==> src/aes_ctrl_pkg.sv <==
// AES control package with the command word union, selector encodings and round constants
package aes_ctrl_pkg;

  ////////////////////////////////////////
  // Widths and round counts
  ////////////////////////////////////////

  localparam int unsigned RND_CTR_W = 4;
  localparam int unsigned CMD_W     = 8;

  // Number of rounds per key length
  localparam logic [RND_CTR_W-1:0] NUM_ROUNDS_128 = 10;
  localparam logic [RND_CTR_W-1:0] NUM_ROUNDS_192 = 12;
  localparam logic [RND_CTR_W-1:0] NUM_ROUNDS_256 = 14;

  // Command kind field, any other value is illegal
  localparam logic [1:0] CMD_KIND_START = 2'b01;
  localparam logic [1:0] CMD_KIND_CLEAR = 2'b10;

  ////////////////////////////////////////
  // Command fields
  ////////////////////////////////////////

  typedef enum logic {
    CIPH_FWD = 1'b0,
    CIPH_INV = 1'b1
  } ciph_op_e;

  // Encoding 2'b11 is illegal
  typedef enum logic [1:0] {
    AES_128 = 2'b00,
    AES_192 = 2'b01,
    AES_256 = 2'b10
  } key_len_e;

  // Start view of the command word
  typedef struct packed {
    logic [1:0]       kind;
    ciph_op_e         op;
    key_len_e         key_len;
    logic             dec_key_gen;
    logic [CMD_W-7:0] rsvd;
  } cmd_start_t;

  // Clear view of the command word
  typedef struct packed {
    logic [1:0]       kind;
    logic             key_clear;
    logic             data_out_clear;
    logic [CMD_W-5:0] rsvd;
  } cmd_clear_t;

  // One command word, decoded by the view its kind selects
  typedef union packed {
    cmd_start_t start;
    cmd_clear_t clear;
  } aes_cmd_u;

  ////////////////////////////////////////
  // FSM phase and data path selectors
  ////////////////////////////////////////

  typedef enum logic [2:0] {
    CTRL_IDLE     = 3'd0,
    CTRL_INIT     = 3'd1,
    CTRL_ROUND    = 3'd2,
    CTRL_FINISH   = 3'd3,
    CTRL_CLEAR_S  = 3'd4,
    CTRL_CLEAR_KD = 3'd5,
    CTRL_ERROR    = 3'd6
  } ctrl_phase_e;

  typedef enum logic [1:0] {
    STATE_ROUND = 2'd0,
    STATE_INIT  = 2'd1,
    STATE_CLEAR = 2'd2
  } state_sel_e;

  typedef enum logic [1:0] {
    ADD_RK_INIT  = 2'd0,
    ADD_RK_ROUND = 2'd1,
    ADD_RK_FINAL = 2'd2
  } add_rk_sel_e;

  typedef enum logic [1:0] {
    KEY_FULL_ENC_INIT = 2'd0,
    KEY_FULL_DEC_INIT = 2'd1,
    KEY_FULL_ROUND    = 2'd2,
    KEY_FULL_CLEAR    = 2'd3
  } key_full_sel_e;

  typedef enum logic {
    KEY_DEC_EXPAND = 1'b0,
    KEY_DEC_CLEAR  = 1'b1
  } key_dec_sel_e;

  typedef enum logic [1:0] {
    KEY_WORDS_ZERO = 2'd0,
    KEY_WORDS_0123 = 2'd1,
    KEY_WORDS_2345 = 2'd2,
    KEY_WORDS_4567 = 2'd3
  } key_words_sel_e;

  typedef enum logic {
    ROUND_KEY_DIRECT = 1'b0,
    ROUND_KEY_MIXED  = 1'b1
  } round_key_sel_e;

endpackage

==> src/aes_cmd_latch.sv <==
// AES command latch with input handshake, command register and illegal command check
module aes_cmd_latch import aes_ctrl_pkg::*; (
  input  logic     clk_i,
  input  logic     rst_ni,

  // Command handshake
  input  logic     in_valid_i,
  output logic     in_ready_o,
  input  aes_cmd_u cmd_i,

  // Release from the FSM once the result is taken
  input  logic     cmd_done_i,

  // Decoded command
  output logic     cmd_valid_o,
  output logic     cmd_illegal_o,
  output logic     is_clear_o,
  output ciph_op_e op_o,
  output key_len_e key_len_o,
  output logic     dec_key_gen_o,
  output logic     key_clear_o,
  output logic     data_out_clear_o
);

  aes_cmd_u cmd_q;
  logic     cmd_valid_q;
  logic     cmd_illegal_q;
  logic     accept;
  logic     illegal_d;
  logic     is_start;

  // Busy while a command is held
  assign in_ready_o = ~cmd_valid_q;
  assign accept     = in_valid_i & in_ready_o;

  ////////////////////////////////////////
  // Illegal command detection
  ////////////////////////////////////////

  always_comb begin
    case (cmd_i.start.kind)
      // Key length 2'b11 is not a valid key size
      CMD_KIND_START: illegal_d = !(cmd_i.start.key_len inside {AES_128, AES_192, AES_256});
      // A clear must name at least one target
      CMD_KIND_CLEAR: illegal_d = ~(cmd_i.clear.key_clear | cmd_i.clear.data_out_clear);
      default:        illegal_d = 1'b1;
    endcase
  end

  ////////////////////////////////////////
  // Command register
  ////////////////////////////////////////

  always_ff @(posedge clk_i or negedge rst_ni) begin
    if (!rst_ni) begin
      cmd_valid_q   <= 1'b0;
      cmd_illegal_q <= 1'b0;
      cmd_q         <= '0;
    end else if (accept) begin
      cmd_valid_q   <= 1'b1;
      cmd_illegal_q <= illegal_d;
      cmd_q         <= cmd_i;
    end else if (cmd_done_i) begin
      // Illegal commands are never released, the FSM stays in ERROR
      cmd_valid_q   <= 1'b0;
    end
  end

  assign cmd_valid_o   = cmd_valid_q;
  assign cmd_illegal_o = cmd_illegal_q;

  ////////////////////////////////////////
  // Decode through the selected view
  ////////////////////////////////////////

  assign is_start   = cmd_q.start.kind == CMD_KIND_START;
  assign is_clear_o = cmd_q.clear.kind == CMD_KIND_CLEAR;

  // Start fields, neutral for a clear
  assign op_o          = is_start ? cmd_q.start.op : CIPH_FWD;
  assign key_len_o     = is_start ? cmd_q.start.key_len : AES_128;
  assign dec_key_gen_o = is_start & cmd_q.start.dec_key_gen;

  // Clear fields, low for a start
  assign key_clear_o      = is_clear_o & cmd_q.clear.key_clear;
  assign data_out_clear_o = is_clear_o & cmd_q.clear.data_out_clear;

endmodule

==> src/aes_ctrl_top.sv <==
// AES cipher control top joining command latch, round FSM and selector encoder
module aes_ctrl_top import aes_ctrl_pkg::*; (
  input  logic                 clk_i,
  input  logic                 rst_ni,

  // Command handshake
  input  logic                 in_valid_i,
  output logic                 in_ready_o,
  input  aes_cmd_u             cmd_i,

  // Result handshake
  output logic                 out_valid_o,
  input  logic                 out_ready_i,

  // Cipher data path
  output state_sel_e           state_sel_o,
  output logic                 state_we_o,
  output add_rk_sel_e          add_rk_sel_o,
  output logic                 sub_bytes_en_o,
  input  logic                 sub_bytes_out_req_i,
  output logic                 sub_bytes_out_ack_o,

  // Key expand data path
  output key_full_sel_e        key_full_sel_o,
  output logic                 key_full_we_o,
  output key_dec_sel_e         key_dec_sel_o,
  output logic                 key_dec_we_o,
  output logic                 key_expand_en_o,
  input  logic                 key_expand_out_req_i,
  output logic                 key_expand_out_ack_o,
  output logic                 key_expand_clear_o,
  output logic [RND_CTR_W-1:0] rnd_ctr_o,
  output key_words_sel_e       key_words_sel_o,
  output round_key_sel_e       round_key_sel_o,

  // Faults
  input  logic                 sel_err_i,
  input  logic                 ctr_err_i,
  input  logic                 fatal_i,
  output logic                 alert_o
);

  // Latched command towards FSM and encoder
  logic        cmd_valid;
  logic        cmd_illegal;
  logic        cmd_done;
  logic        is_clear;
  ciph_op_e    op;
  key_len_e    key_len;
  logic        dec_key_gen;
  logic        key_clear;
  logic        data_out_clear;
  ctrl_phase_e phase;

  ////////////////////////////////////////
  // Input side
  ////////////////////////////////////////

  aes_cmd_latch u_cmd_latch (
    .clk_i            (clk_i),
    .rst_ni           (rst_ni),
    .in_valid_i       (in_valid_i),
    .in_ready_o       (in_ready_o),
    .cmd_i            (cmd_i),
    .cmd_done_i       (cmd_done),
    .cmd_valid_o      (cmd_valid),
    .cmd_illegal_o    (cmd_illegal),
    .is_clear_o       (is_clear),
    .op_o             (op),
    .key_len_o        (key_len),
    .dec_key_gen_o    (dec_key_gen),
    .key_clear_o      (key_clear),
    .data_out_clear_o (data_out_clear)
  );

  ////////////////////////////////////////
  // Sequencing
  ////////////////////////////////////////

  aes_round_fsm u_round_fsm (
    .clk_i                (clk_i),
    .rst_ni               (rst_ni),
    .cmd_valid_i          (cmd_valid),
    .cmd_illegal_i        (cmd_illegal),
    .is_clear_i           (is_clear),
    .key_len_i            (key_len),
    .dec_key_gen_i        (dec_key_gen),
    .key_clear_i          (key_clear),
    .data_out_clear_i     (data_out_clear),
    .cmd_done_o           (cmd_done),
    .phase_o              (phase),
    .state_we_o           (state_we_o),
    .sub_bytes_en_o       (sub_bytes_en_o),
    .sub_bytes_out_req_i  (sub_bytes_out_req_i),
    .sub_bytes_out_ack_o  (sub_bytes_out_ack_o),
    .key_expand_en_o      (key_expand_en_o),
    .key_expand_out_req_i (key_expand_out_req_i),
    .key_expand_out_ack_o (key_expand_out_ack_o),
    .key_expand_clear_o   (key_expand_clear_o),
    .key_full_we_o        (key_full_we_o),
    .key_dec_we_o         (key_dec_we_o),
    .rnd_ctr_o            (rnd_ctr_o),
    .out_valid_o          (out_valid_o),
    .out_ready_i          (out_ready_i),
    .sel_err_i            (sel_err_i),
    .ctr_err_i            (ctr_err_i),
    .fatal_i              (fatal_i),
    .alert_o              (alert_o)
  );

  ////////////////////////////////////////
  // Output side
  ////////////////////////////////////////

  aes_mux_sel u_mux_sel (
    .phase_i          (phase),
    .op_i             (op),
    .key_len_i        (key_len),
    .dec_key_gen_i    (dec_key_gen),
    .key_clear_i      (key_clear),
    .data_out_clear_i (data_out_clear),
    .state_sel_o      (state_sel_o),
    .add_rk_sel_o     (add_rk_sel_o),
    .key_full_sel_o   (key_full_sel_o),
    .key_dec_sel_o    (key_dec_sel_o),
    .key_words_sel_o  (key_words_sel_o),
    .round_key_sel_o  (round_key_sel_o)
  );

endmodule

==> src/aes_mux_sel.sv <==
// AES selector encoder mapping phase, direction and key length to data path mux selects
module aes_mux_sel import aes_ctrl_pkg::*; (
  input  ctrl_phase_e    phase_i,
  input  ciph_op_e       op_i,
  input  key_len_e       key_len_i,
  input  logic           dec_key_gen_i,
  input  logic           key_clear_i,
  input  logic           data_out_clear_i,

  output state_sel_e     state_sel_o,
  output add_rk_sel_e    add_rk_sel_o,
  output key_full_sel_e  key_full_sel_o,
  output key_dec_sel_e   key_dec_sel_o,
  output key_words_sel_e key_words_sel_o,
  output round_key_sel_e round_key_sel_o
);

  key_words_sel_e init_words;
  key_words_sel_e round_words;

  ////////////////////////////////////////
  // Key word tables
  ////////////////////////////////////////

  // Initial round, inverse starts from the top of the expanded key
  always_comb begin
    case (key_len_i)
      AES_192: init_words = (op_i == CIPH_INV) ? KEY_WORDS_2345 : KEY_WORDS_0123;
      AES_256: init_words = (op_i == CIPH_INV) ? KEY_WORDS_4567 : KEY_WORDS_0123;
      default: init_words = KEY_WORDS_0123;
    endcase
  end

  // Regular and final rounds
  always_comb begin
    case (key_len_i)
      AES_192: round_words = (op_i == CIPH_INV) ? KEY_WORDS_0123 : KEY_WORDS_2345;
      AES_256: round_words = (op_i == CIPH_INV) ? KEY_WORDS_0123 : KEY_WORDS_4567;
      default: round_words = KEY_WORDS_0123;
    endcase
  end

  ////////////////////////////////////////
  // Selector encoding
  ////////////////////////////////////////

  always_comb begin
    state_sel_o     = STATE_ROUND;
    add_rk_sel_o    = ADD_RK_ROUND;
    key_full_sel_o  = KEY_FULL_ROUND;
    key_dec_sel_o   = KEY_DEC_EXPAND;
    key_words_sel_o = KEY_WORDS_ZERO;
    round_key_sel_o = ROUND_KEY_DIRECT;

    unique case (phase_i)
      CTRL_IDLE: begin
        // Key generation loads no data into the state
        state_sel_o    = dec_key_gen_i ? STATE_CLEAR : STATE_INIT;
        key_full_sel_o = (op_i == CIPH_INV && !dec_key_gen_i) ? KEY_FULL_DEC_INIT
                                                               : KEY_FULL_ENC_INIT;
      end
      CTRL_INIT: begin
        add_rk_sel_o    = ADD_RK_INIT;
        key_words_sel_o = dec_key_gen_i ? KEY_WORDS_ZERO : init_words;
      end
      CTRL_ROUND: begin
        key_words_sel_o = dec_key_gen_i ? KEY_WORDS_ZERO : round_words;
        // Equivalent inverse cipher mixes the round key
        round_key_sel_o = (op_i == CIPH_INV) ? ROUND_KEY_MIXED : ROUND_KEY_DIRECT;
      end
      CTRL_FINISH: begin
        // No MixColumns in the last round
        add_rk_sel_o    = ADD_RK_FINAL;
        key_words_sel_o = dec_key_gen_i ? KEY_WORDS_ZERO : round_words;
        state_sel_o     = STATE_CLEAR;
      end
      CTRL_CLEAR_S: state_sel_o = STATE_CLEAR;
      CTRL_CLEAR_KD: begin
        if (key_clear_i) begin
          key_full_sel_o = KEY_FULL_CLEAR;
          key_dec_sel_o  = KEY_DEC_CLEAR;
        end
        // Pass the wiped state through to the output registers
        if (data_out_clear_i) begin
          add_rk_sel_o = ADD_RK_INIT;
        end
      end
      default: begin
        state_sel_o = STATE_ROUND;
      end
    endcase
  end

endmodule

==> src/aes_round_fsm.sv <==
// AES round FSM pacing SubBytes and KeyExpand and driving the data path write enables
module aes_round_fsm import aes_ctrl_pkg::*; (
  input  logic                 clk_i,
  input  logic                 rst_ni,

  // Latched command
  input  logic                 cmd_valid_i,
  input  logic                 cmd_illegal_i,
  input  logic                 is_clear_i,
  input  key_len_e             key_len_i,
  input  logic                 dec_key_gen_i,
  input  logic                 key_clear_i,
  input  logic                 data_out_clear_i,
  output logic                 cmd_done_o,
  output ctrl_phase_e          phase_o,

  // Cipher data path
  output logic                 state_we_o,
  output logic                 sub_bytes_en_o,
  input  logic                 sub_bytes_out_req_i,
  output logic                 sub_bytes_out_ack_o,

  // Key expand data path
  output logic                 key_expand_en_o,
  input  logic                 key_expand_out_req_i,
  output logic                 key_expand_out_ack_o,
  output logic                 key_expand_clear_o,
  output logic                 key_full_we_o,
  output logic                 key_dec_we_o,
  output logic [RND_CTR_W-1:0] rnd_ctr_o,

  // Result handshake
  output logic                 out_valid_o,
  input  logic                 out_ready_i,

  // Faults
  input  logic                 sel_err_i,
  input  logic                 ctr_err_i,
  input  logic                 fatal_i,
  output logic                 alert_o
);

  ctrl_phase_e          phase_d, phase_q;
  logic [RND_CTR_W-1:0] rnd_ctr_d, rnd_ctr_q;
  logic [RND_CTR_W-1:0] num_rounds_d, num_rounds_q;
  logic [RND_CTR_W-1:0] last_regular;
  logic                 advance;

  // Rounds before the final one
  assign last_regular = num_rounds_q - RND_CTR_W'(1);

  ////////////////////////////////////////
  // Next state and outputs
  ////////////////////////////////////////

  always_comb begin
    phase_d              = phase_q;
    rnd_ctr_d            = rnd_ctr_q;
    num_rounds_d         = num_rounds_q;
    advance              = 1'b0;
    cmd_done_o           = 1'b0;
    state_we_o           = 1'b0;
    sub_bytes_en_o       = 1'b0;
    sub_bytes_out_ack_o  = 1'b0;
    key_expand_en_o      = 1'b0;
    key_expand_out_ack_o = 1'b0;
    key_expand_clear_o   = 1'b0;
    key_full_we_o        = 1'b0;
    key_dec_we_o         = 1'b0;
    out_valid_o          = 1'b0;
    alert_o              = 1'b0;

    unique case (phase_q)
      CTRL_IDLE: begin
        if (cmd_valid_i && !cmd_illegal_i) begin
          if (is_clear_i) begin
            // Data clear wipes the state first
            phase_d = data_out_clear_i ? CTRL_CLEAR_S : CTRL_CLEAR_KD;
          end else begin
            // Load state and full key, reset key expansion
            state_we_o         = 1'b1;
            key_full_we_o      = 1'b1;
            key_expand_clear_o = 1'b1;
            case (key_len_i)
              AES_192: num_rounds_d = NUM_ROUNDS_192;
              AES_256: num_rounds_d = NUM_ROUNDS_256;
              default: num_rounds_d = NUM_ROUNDS_128;
            endcase
            rnd_ctr_d = '0;
            phase_d   = CTRL_INIT;
          end
        end
      end

      CTRL_INIT: begin
        // AES-256 has its first two round keys at hand
        if (key_len_i != AES_256) begin
          key_expand_en_o = 1'b1;
          advance         = key_expand_out_req_i;
        end else begin
          advance = 1'b1;
        end
        if (advance) begin
          key_expand_out_ack_o = key_len_i != AES_256;
          key_full_we_o        = key_len_i != AES_256;
          state_we_o           = ~dec_key_gen_i;
          rnd_ctr_d            = rnd_ctr_q + RND_CTR_W'(1);
          phase_d              = CTRL_ROUND;
        end
      end

      CTRL_ROUND: begin
        // Key generation runs KeyExpand alone
        sub_bytes_en_o  = ~dec_key_gen_i;
        key_expand_en_o = 1'b1;
        advance = key_expand_out_req_i & (dec_key_gen_i | sub_bytes_out_req_i);
        if (advance) begin
          sub_bytes_out_ack_o  = ~dec_key_gen_i;
          key_expand_out_ack_o = 1'b1;
          state_we_o           = ~dec_key_gen_i;
          key_full_we_o        = 1'b1;
          rnd_ctr_d            = rnd_ctr_q + RND_CTR_W'(1);
          if (rnd_ctr_q >= last_regular) begin
            phase_d = CTRL_FINISH;
            if (dec_key_gen_i) begin
              // Decryption key is ready, try to hand it off right away
              key_dec_we_o = 1'b1;
              out_valid_o  = ~sel_err_i;
              if (out_valid_o && out_ready_i) begin
                cmd_done_o = 1'b1;
                phase_d    = CTRL_IDLE;
              end
            end
          end
        end
      end

      CTRL_FINISH: begin
        // Final round waits for SubBytes, then for the result handshake
        sub_bytes_en_o = ~dec_key_gen_i;
        advance        = sub_bytes_out_req_i | dec_key_gen_i;
        out_valid_o    = advance & ~sel_err_i;
        if (out_valid_o && out_ready_i) begin
          sub_bytes_out_ack_o = ~dec_key_gen_i;
          // State is wiped on the way out
          state_we_o = 1'b1;
          cmd_done_o = 1'b1;
          phase_d    = CTRL_IDLE;
        end
      end

      CTRL_CLEAR_S: begin
        state_we_o = 1'b1;
        phase_d    = CTRL_CLEAR_KD;
      end

      CTRL_CLEAR_KD: begin
        key_full_we_o = key_clear_i;
        key_dec_we_o  = key_clear_i;
        out_valid_o   = ~sel_err_i;
        if (out_valid_o && out_ready_i) begin
          cmd_done_o = 1'b1;
          phase_d    = CTRL_IDLE;
        end
      end

      // Terminal, left only by reset
      CTRL_ERROR: alert_o = 1'b1;

      default: begin
        alert_o = 1'b1;
        phase_d = CTRL_ERROR;
      end
    endcase

    // Any fault wins over the regular flow and keeps the command held
    if (sel_err_i || ctr_err_i || fatal_i || (cmd_valid_i && cmd_illegal_i)) begin
      phase_d    = CTRL_ERROR;
      cmd_done_o = 1'b0;
    end
  end

  ////////////////////////////////////////
  // Registers
  ////////////////////////////////////////

  always_ff @(posedge clk_i or negedge rst_ni) begin
    if (!rst_ni) begin
      phase_q      <= CTRL_IDLE;
      rnd_ctr_q    <= '0;
      num_rounds_q <= '0;
    end else begin
      phase_q      <= phase_d;
      rnd_ctr_q    <= rnd_ctr_d;
      num_rounds_q <= num_rounds_d;
    end
  end

  assign phase_o   = phase_q;
  assign rnd_ctr_o = rnd_ctr_q;

endmodule

==> config.mk <==
export PLATFORM = sky130hd
export DESIGN_NAME = aes_ctrl_top
export DESIGN_NICKNAME = d
export VERILOG_FILES = /design/src/aes_ctrl_pkg.sv /design/src/aes_cmd_latch.sv /design/src/aes_ctrl_top.sv /design/src/aes_mux_sel.sv /design/src/aes_round_fsm.sv
export SDC_FILE = /design/constraint.sdc
export NUM_CORES = 1
export LEC_CHECK = 0
export ABC_AREA = 1
export BUFFER_PORTS_ARGS = -buffer_cell sky130_fd_sc_hd__buf_2
export CORE_MARGIN = 10
export CORE_UTILIZATION = 51
export CTS_CLUSTER_SIZE = 30
export DETAILED_ROUTE_END_ITERATION = 12
export GPL_TIMING_DRIVEN = 0
export PLACE_DENSITY = 0.78
export RECOVER_POWER = 100
export SETUP_SLACK_MARGIN = 0.4
export SLEW_MARGIN = 20
export SYNTH_ARGS = -nofsm -noshare
export SYNTH_HDL_FRONTEND = slang
export SYNTH_SLANG_ARGS = --single-unit
export TNS_END_PERCENT = 10
==> constraint.sdc <==
create_clock -name clk_i -period 5.9 [get_ports clk_i]
set_input_delay 1.475 -clock clk_i [delete_from_list [all_inputs] [get_ports clk_i]]
set_output_delay 1.475 -clock clk_i [all_outputs]
set_load 0.02 [all_outputs]
======== Word level (Yosys, flattened, before mapping) ========
Cells that the tools add are included.
storage, ports and cells
  logic and storage cells ................. 146
  flip-flop bits (word level) ............. 21
cells by class
  bitwise gates (word level) .............. 13
  magnitude comparators ................... 1
  muxes and demuxes ....................... 76
  equal/unequal tests ..................... 26
  reduce and logical (&&, ||, !) cells .... 22
  add/sub/neg operators ................... 2
operators by type and width
  kind                number
  $mux 1              36
  $mux 3              9
  $pmux 3 s7          1
  $pmux 2 s2          5
  $mux 2              9
  $ne 3x3->1 const B  6
  $mux 4              4
  $pmux 4 s3          1
  $ne 2x2->1 const B  5
  $pmux 1 s2          5
  $eq 3x3->1 const B  3
  $eq 2x1->1 const B  4
  $eq 2x2->1 const B  4
  $reduce_and 7->1    1
  $and 1x1->1         6
  $eq 3x2->1 const B  2
  $pmux 1 s3          2
  $pmux 2 s3          1
  $pmux 3 s2          1
  $reduce_bool 3->1   2
  $reduce_or 6->1     1
  $logic_and 1x1->1   5
  $not 1->1           5
  $pmux 1 s5          1
  other kinds (15)    21

======== Depth between registers and ports, before layout ========
  word-level depth ........................ 10
  depth in mapped cells ................... 13

======== Hierarchy ========
Synthesis repeated with hierarchy kept, for this count alone.
unflattened totals
  cell total of the unflattened synthesis .. 237
  area total of the unflattened synthesis .. 1,549.0 um2
modules (own cells, without submodules)
  module         cells each  sequential area each (um2)  area an instance (um2)  instances
  aes_round_fsm  140         250.2                       922.1                   1
  aes_cmd_latch  50          200.2                       402.9                   1
  aes_mux_sel    47          0.0                         224.0                   1

======== Worst setup path after synthesis ========
No wires, ideal clock.
  kind .................................... input to output
  start ................................... input port sub_bytes_out_req_i
  end ..................................... output port out_valid_o
  setup slack ............................. 2.250 ns
  data arrival time ....................... 2.175 ns
  data required time ...................... 4.425 ns
  path buffers ............................ 0
  stages .................................. 7
  cells stage by stage .................... inv_1 nand2_4 nand3_4 clkinv_1 nand2_2 nand2_1 nor3b_2
on the way
  cells in the longest elaborated chain, start to end .. 4
  elaborated cells between the ends (all ways) .. 5
  those cells by class .................... mux: 2; bitwise: 3
ends and longest elaborated chain
  element         line                                        source
  from (decl)     aes_ctrl_top.sv:20                          input logic sub_bytes_out_req_i,
  $or 1x1->1 (*)  aes_round_fsm.sv:116, aes_round_fsm.sv:141
  $and 1x1->1     aes_round_fsm.sv:116                        advance = key_expand_out_req_i & (dec_key_gen_i | sub_bytes_out_req_i);
  $mux 1          aes_round_fsm.sv:117                        if (advance) begin
  $pmux 1 s3 (*)  aes_round_fsm.sv:73                         unique case (phase_q)
  to (decl)       aes_ctrl_top.sv:12                          output logic out_valid_o,
Every way passes the cells marked *; elsewhere a longest branch is shown, timed or not.

======== Final worst setup path ========
  start ................................... register u_round_fsm.phase_q[2] (netlist: u_round_fsm.phase_o[2])
  end ..................................... output port out_valid_o
on the way
  cells in the longest elaborated chain, start to end .. 2
  elaborated cells between the ends (all ways) .. 4
  those cells by class .................... eq/ne: 3; mux: 1
ends and longest elaborated chain
  element                                          line                  source
  from (decl)                                      aes_round_fsm.sv:43   ctrl_phase_e phase_d, phase_q;
  from (signal assigned)                           aes_round_fsm.sv:193  phase_q <= phase_d;
  $eq 3x3->1 / $eq 3x2->1 (equally long branches)  aes_round_fsm.sv:73
  $pmux 1 s3 (*)                                   aes_round_fsm.sv:73
Marks and branches as above.

==> PnR_summary.wiki <==
{| class="wikitable"
! Metric !! Value
|-
| Result of the run || completed
|-
| Total routed wirelength || 4010 um
|-
| Buffer levels on the longest clock path || 2
|-
| Total gr overflow || 0
|-
| Clock sinks || 18
|-
| Leakage power figure || 0.951 nW
|-
| Kind of end point of the critical path || output pin
|-
| Clock latency reported for the late side of the worst-skew pair || 0.30 ns
|-
| Cell count after synthesis || 226
|-
| Hpwl dp || 3360 um
|-
| Post-route DRC || 0
|-
| Type of the most critical hold path || flip-flop to flip-flop
|-
| Number of routed nets with antenna violations || 0
|-
| Antenna violations before repair || 0
|-
| EDFF count, synth || 0
|-
| Starting density of the core || 0.521
|-
| Postcts setup bufs || 0
|-
| Drt first pass iters || 5
|-
| Fin nets || 297
|-
| Final Max Slew Viols || 0
|-
| Violation count after the first detailed-route iteration || 95
|-
| Die X-Extent || 75.4 um
|-
| Post-synthesis share of cell area spent on and, or, nand and nor gates || 0.390
|-
| Min Tclk post-route || 4.00 ns
|-
| Area of the mapped netlist || 0.00156 mm^2
|-
| Slowest cell delay on critical path || 0.42 ns
|-
| Clock tree from TritonCTS || yes
|-
| Global router's overall resource usage || 0.154
|-
| WP buf/inv || 4
|-
| Die span in y || 75.4 um
|-
| Req. time, crit path || 4.43 ns
|-
| Portion of netlist area occupied by mux cells || 0.0144
|-
| Combinational family with the most area after synthesis || simple AND/OR/NAND/NOR gates
|-
| IO Count || 42
|-
| Syn Area/Cell || 6.92 um^2
|-
| Total via count in the routed design || 1569
|-
| Prevailing post-synth register cell || sky130_fd_sc_hd__dfrtp_1
|-
| Number of maximum-capacitance constraint violations || 0
|-
| Buffers added on ports || 39
|-
| Remaining max-slew budget at the tightest pin || 0.347
|-
| Share of synthesized flip-flops with an asynchronous set or reset || 1.00
|-
| Number of cell rows || 20
|-
| Die footprint || 0.00568 mm^2
|-
| Share of layout cells above drive strength 1 || 0.156
|-
| Setup TNS || 0 ns
|-
| Number of cells in the design after placement || 298
|-
| Global placement routability congestion || 0.933
|-
| Yosys warnings || 0
|-
| Proportion of synthesized chip area in sequential cells || 0.288
|-
| Placed cell area || 0.00180 mm^2
|-
| Number of nets in the synthesized netlist || 253
|-
| Layout Cells excl Fill || 302
|-
| Htree depth || 1
|-
| Area grow syn2layout || 13.2%
|-
| PD cells || 227 mW/mm^2
|-
| Final number of setup-violating endpoints || 0
|-
| Fin area || 0.00177 mm^2
|-
| Maximum fanout along the worst path || 10
|-
| Most common library cell in the layout ignoring fill and taps || sky130_fd_sc_hd__nand2_1
|-
| Synth Area in Adders || 0.0800
|-
| FF+latch area || 450 um^2
|-
| First-pass GRT wire length || 7020 um
|-
| Number of clock buffers inserted by TritonCTS || 3
|-
| Final setup slack of the worst path || 1.90 ns
|-
| CP Class || flip-flop to output pin
|-
| Xor and xnor fraction of the mapped netlist area || 0.0112
|-
| N_diodes || 0
|-
| Detailed-route vias per instance || 5.20
|-
| RSZ-0062 raised after global routing || false
|-
| Number of synthesized register bits || 18
|-
| Floorplan core area || 0.00300 mm^2
|-
| Period utilization || 0.678
|-
| Clock tree root driver cell || sky130_fd_sc_hd__clkbuf_4
|-
| Filler cells || 324
|-
| Fraction of the mapped netlist area in compound gates || 0.107
|-
| Unique masters post-synth || 33
|-
| Fmax || 250 MHz
|-
| Clock transition at the registers of the reported paths || 0.11 ns
|-
| Max rail drop VDD || 156 uV
|-
| Pin count of the biggest net entering global routing || 19
|-
| Slowest cell on crit path || sky130_fd_sc_hd__nor2_1
|-
| Arrival time at the worst endpoint || 2.53 ns
|-
| Final worst clock skew || 0.00226 ns
|-
| Setup slack at placement || 2.08 ns
|-
| Footprint of the multi-input gates || 908 um^2
|-
| Vias in the first global route || 1578
|-
| Post-DR wirelength/cell || 13.3 um
|-
| Post-CTS Resized || 0
|-
| Post-layout total power || 403 uW
|-
| Hold buffers post-CTS || 0
|-
| Slew at the pin closest to its max-slew limit || 0.980 ns
|-
| Ordered cell list for the critical path || clkbuf_1 -> clkinvlp_2 -> nand2_1 -> nor2_1 -> nand3_4 -> clkinv_1 -> nand2_2 -> nand2_1 -> nor3b_2 -> clkbuf_1
|-
| Most used cells in the layout excluding fill and tap cells || sky130_fd_sc_hd__nand2_1 (56), sky130_fd_sc_hd__inv_1 (32), sky130_fd_sc_hd__clkbuf_1 (25)
|-
| Final hold violation count || 0
|-
| Worst Setup Start Kind || flip-flop
|-
| Top Family by Delay on Critical Path || simple AND/OR/NAND/NOR gates
|}
==> kinds of logic after synthesis <==
family          after synthesis
compound gates               30
xor+xnor                      2
fa+ha+maj                    10
buf+inv                      44
flops                        18
mux                           2
simple gates                120
==> worst reg2reg max path: stages (launching register included) <==
cell and delay [ns]:
sky130_fd_sc_hd__dfrtp_1 0.34, sky130_fd_sc_hd__clkbuf_1 0.29, sky130_fd_sc_hd__clkinvlp_2 0.43, sky130_fd_sc_hd__nand2_1 0.27
sky130_fd_sc_hd__nor2_1 0.16, sky130_fd_sc_hd__nand2_1 0.14, sky130_fd_sc_hd__inv_2 0.03, sky130_fd_sc_hd__nor2_1 0.21
sky130_fd_sc_hd__nand2_4 0.07, sky130_fd_sc_hd__nand3_1 0.07, sky130_fd_sc_hd__nand2_1 0.06
==> routing by layer <==
metal,vias up,GRT usage,wire [um]
met5,-,0,0
met4,0,0.0412,49
met3,7,0.0339,262
met2,44,0.265,1990
met1,704,0.188,1710
li1,814,-,-
==> synth_stat cells (4+ instances only) <==
cell type,n,area share
sky130_fd_sc_hd__nand2_1,55,0.13
sky130_fd_sc_hd__nand3_1,19,0.061
sky130_fd_sc_hd__nor2_2,4,0.016
sky130_fd_sc_hd__inv_1,31,0.074
sky130_fd_sc_hd__a21oi_1,8,0.026
sky130_fd_sc_hd__o21ai_0,13,0.042
sky130_fd_sc_hd__ha_1,10,0.080
sky130_fd_sc_hd__dfrtp_1,18,0.29
sky130_fd_sc_hd__inv_2,8,0.019
sky130_fd_sc_hd__nand4_1,5,0.020
sky130_fd_sc_hd__nor2_1,19,0.046
==> power breakdown <==
| part | switching [mW] | total (mW) | internal (mW) | leakage (nW) |
|---|---|---|---|---|
| logic | 0.0992 | 0.149 | 0.0498 | 0.708 |
| registers | 0.0248 | 0.173 | 0.148 | 0.222 |
| clock network | 0.0432 | 0.0808 | 0.0377 | 0.0210 |
==> cell type report <==
type / count / area share
timing repair buffer: 39 / 0.0947
inverter: 41 / 0.0876
sequential: 18 / 0.254
tap: 33 / 0.0233
multi-input combinational: 164 / 0.513
clock buffer: 4 / 0.0205
buffer: 3 / 0.00636
==> flip-flops by register name (all words and copies together), names as in the netlist <==
signal	cells
u_cmd_latch.cmd_q	6
u_cmd_latch.cmd_valid_o	1
u_round_fsm.rnd_ctr_o	4
u_round_fsm.num_rounds_q	3
u_round_fsm.phase_o	3
u_cmd_latch.cmd_illegal_o	1
==> final timing paths <==
path	start	endpoint	slack (ns)	cells past startpoint
worst min register to register	u_round_fsm.num_rounds_q[3]	u_round_fsm.num_rounds_q[3]	0.51	1
worst max-delay path	u_round_fsm.phase_o[2]	out_valid_o	1.90	10
worst max register to register	u_round_fsm.phase_o[2]	u_round_fsm.phase_o[1]	3.74	10
max in group asynchronous	rst_ni	u_cmd_latch.cmd_q[4]	4.02	1
worst min-delay path	u_round_fsm.num_rounds_q[3]	u_round_fsm.num_rounds_q[3]	0.51	1
min in group asynchronous	rst_ni	u_round_fsm.rnd_ctr_o[0]	1.29	1
==> stage by stage <==
step / hold WS, ns / utilization
global placement: 0.472 / 0.600
finish: 0.509 / 0.590
global route: 0.526 / 0.590
CTS: 0.506 / 0.612
detailed placement: 0.474 / 0.600
floorplan: 0.453 / -
Note: power is estimated with default switching activity, not from simulation.
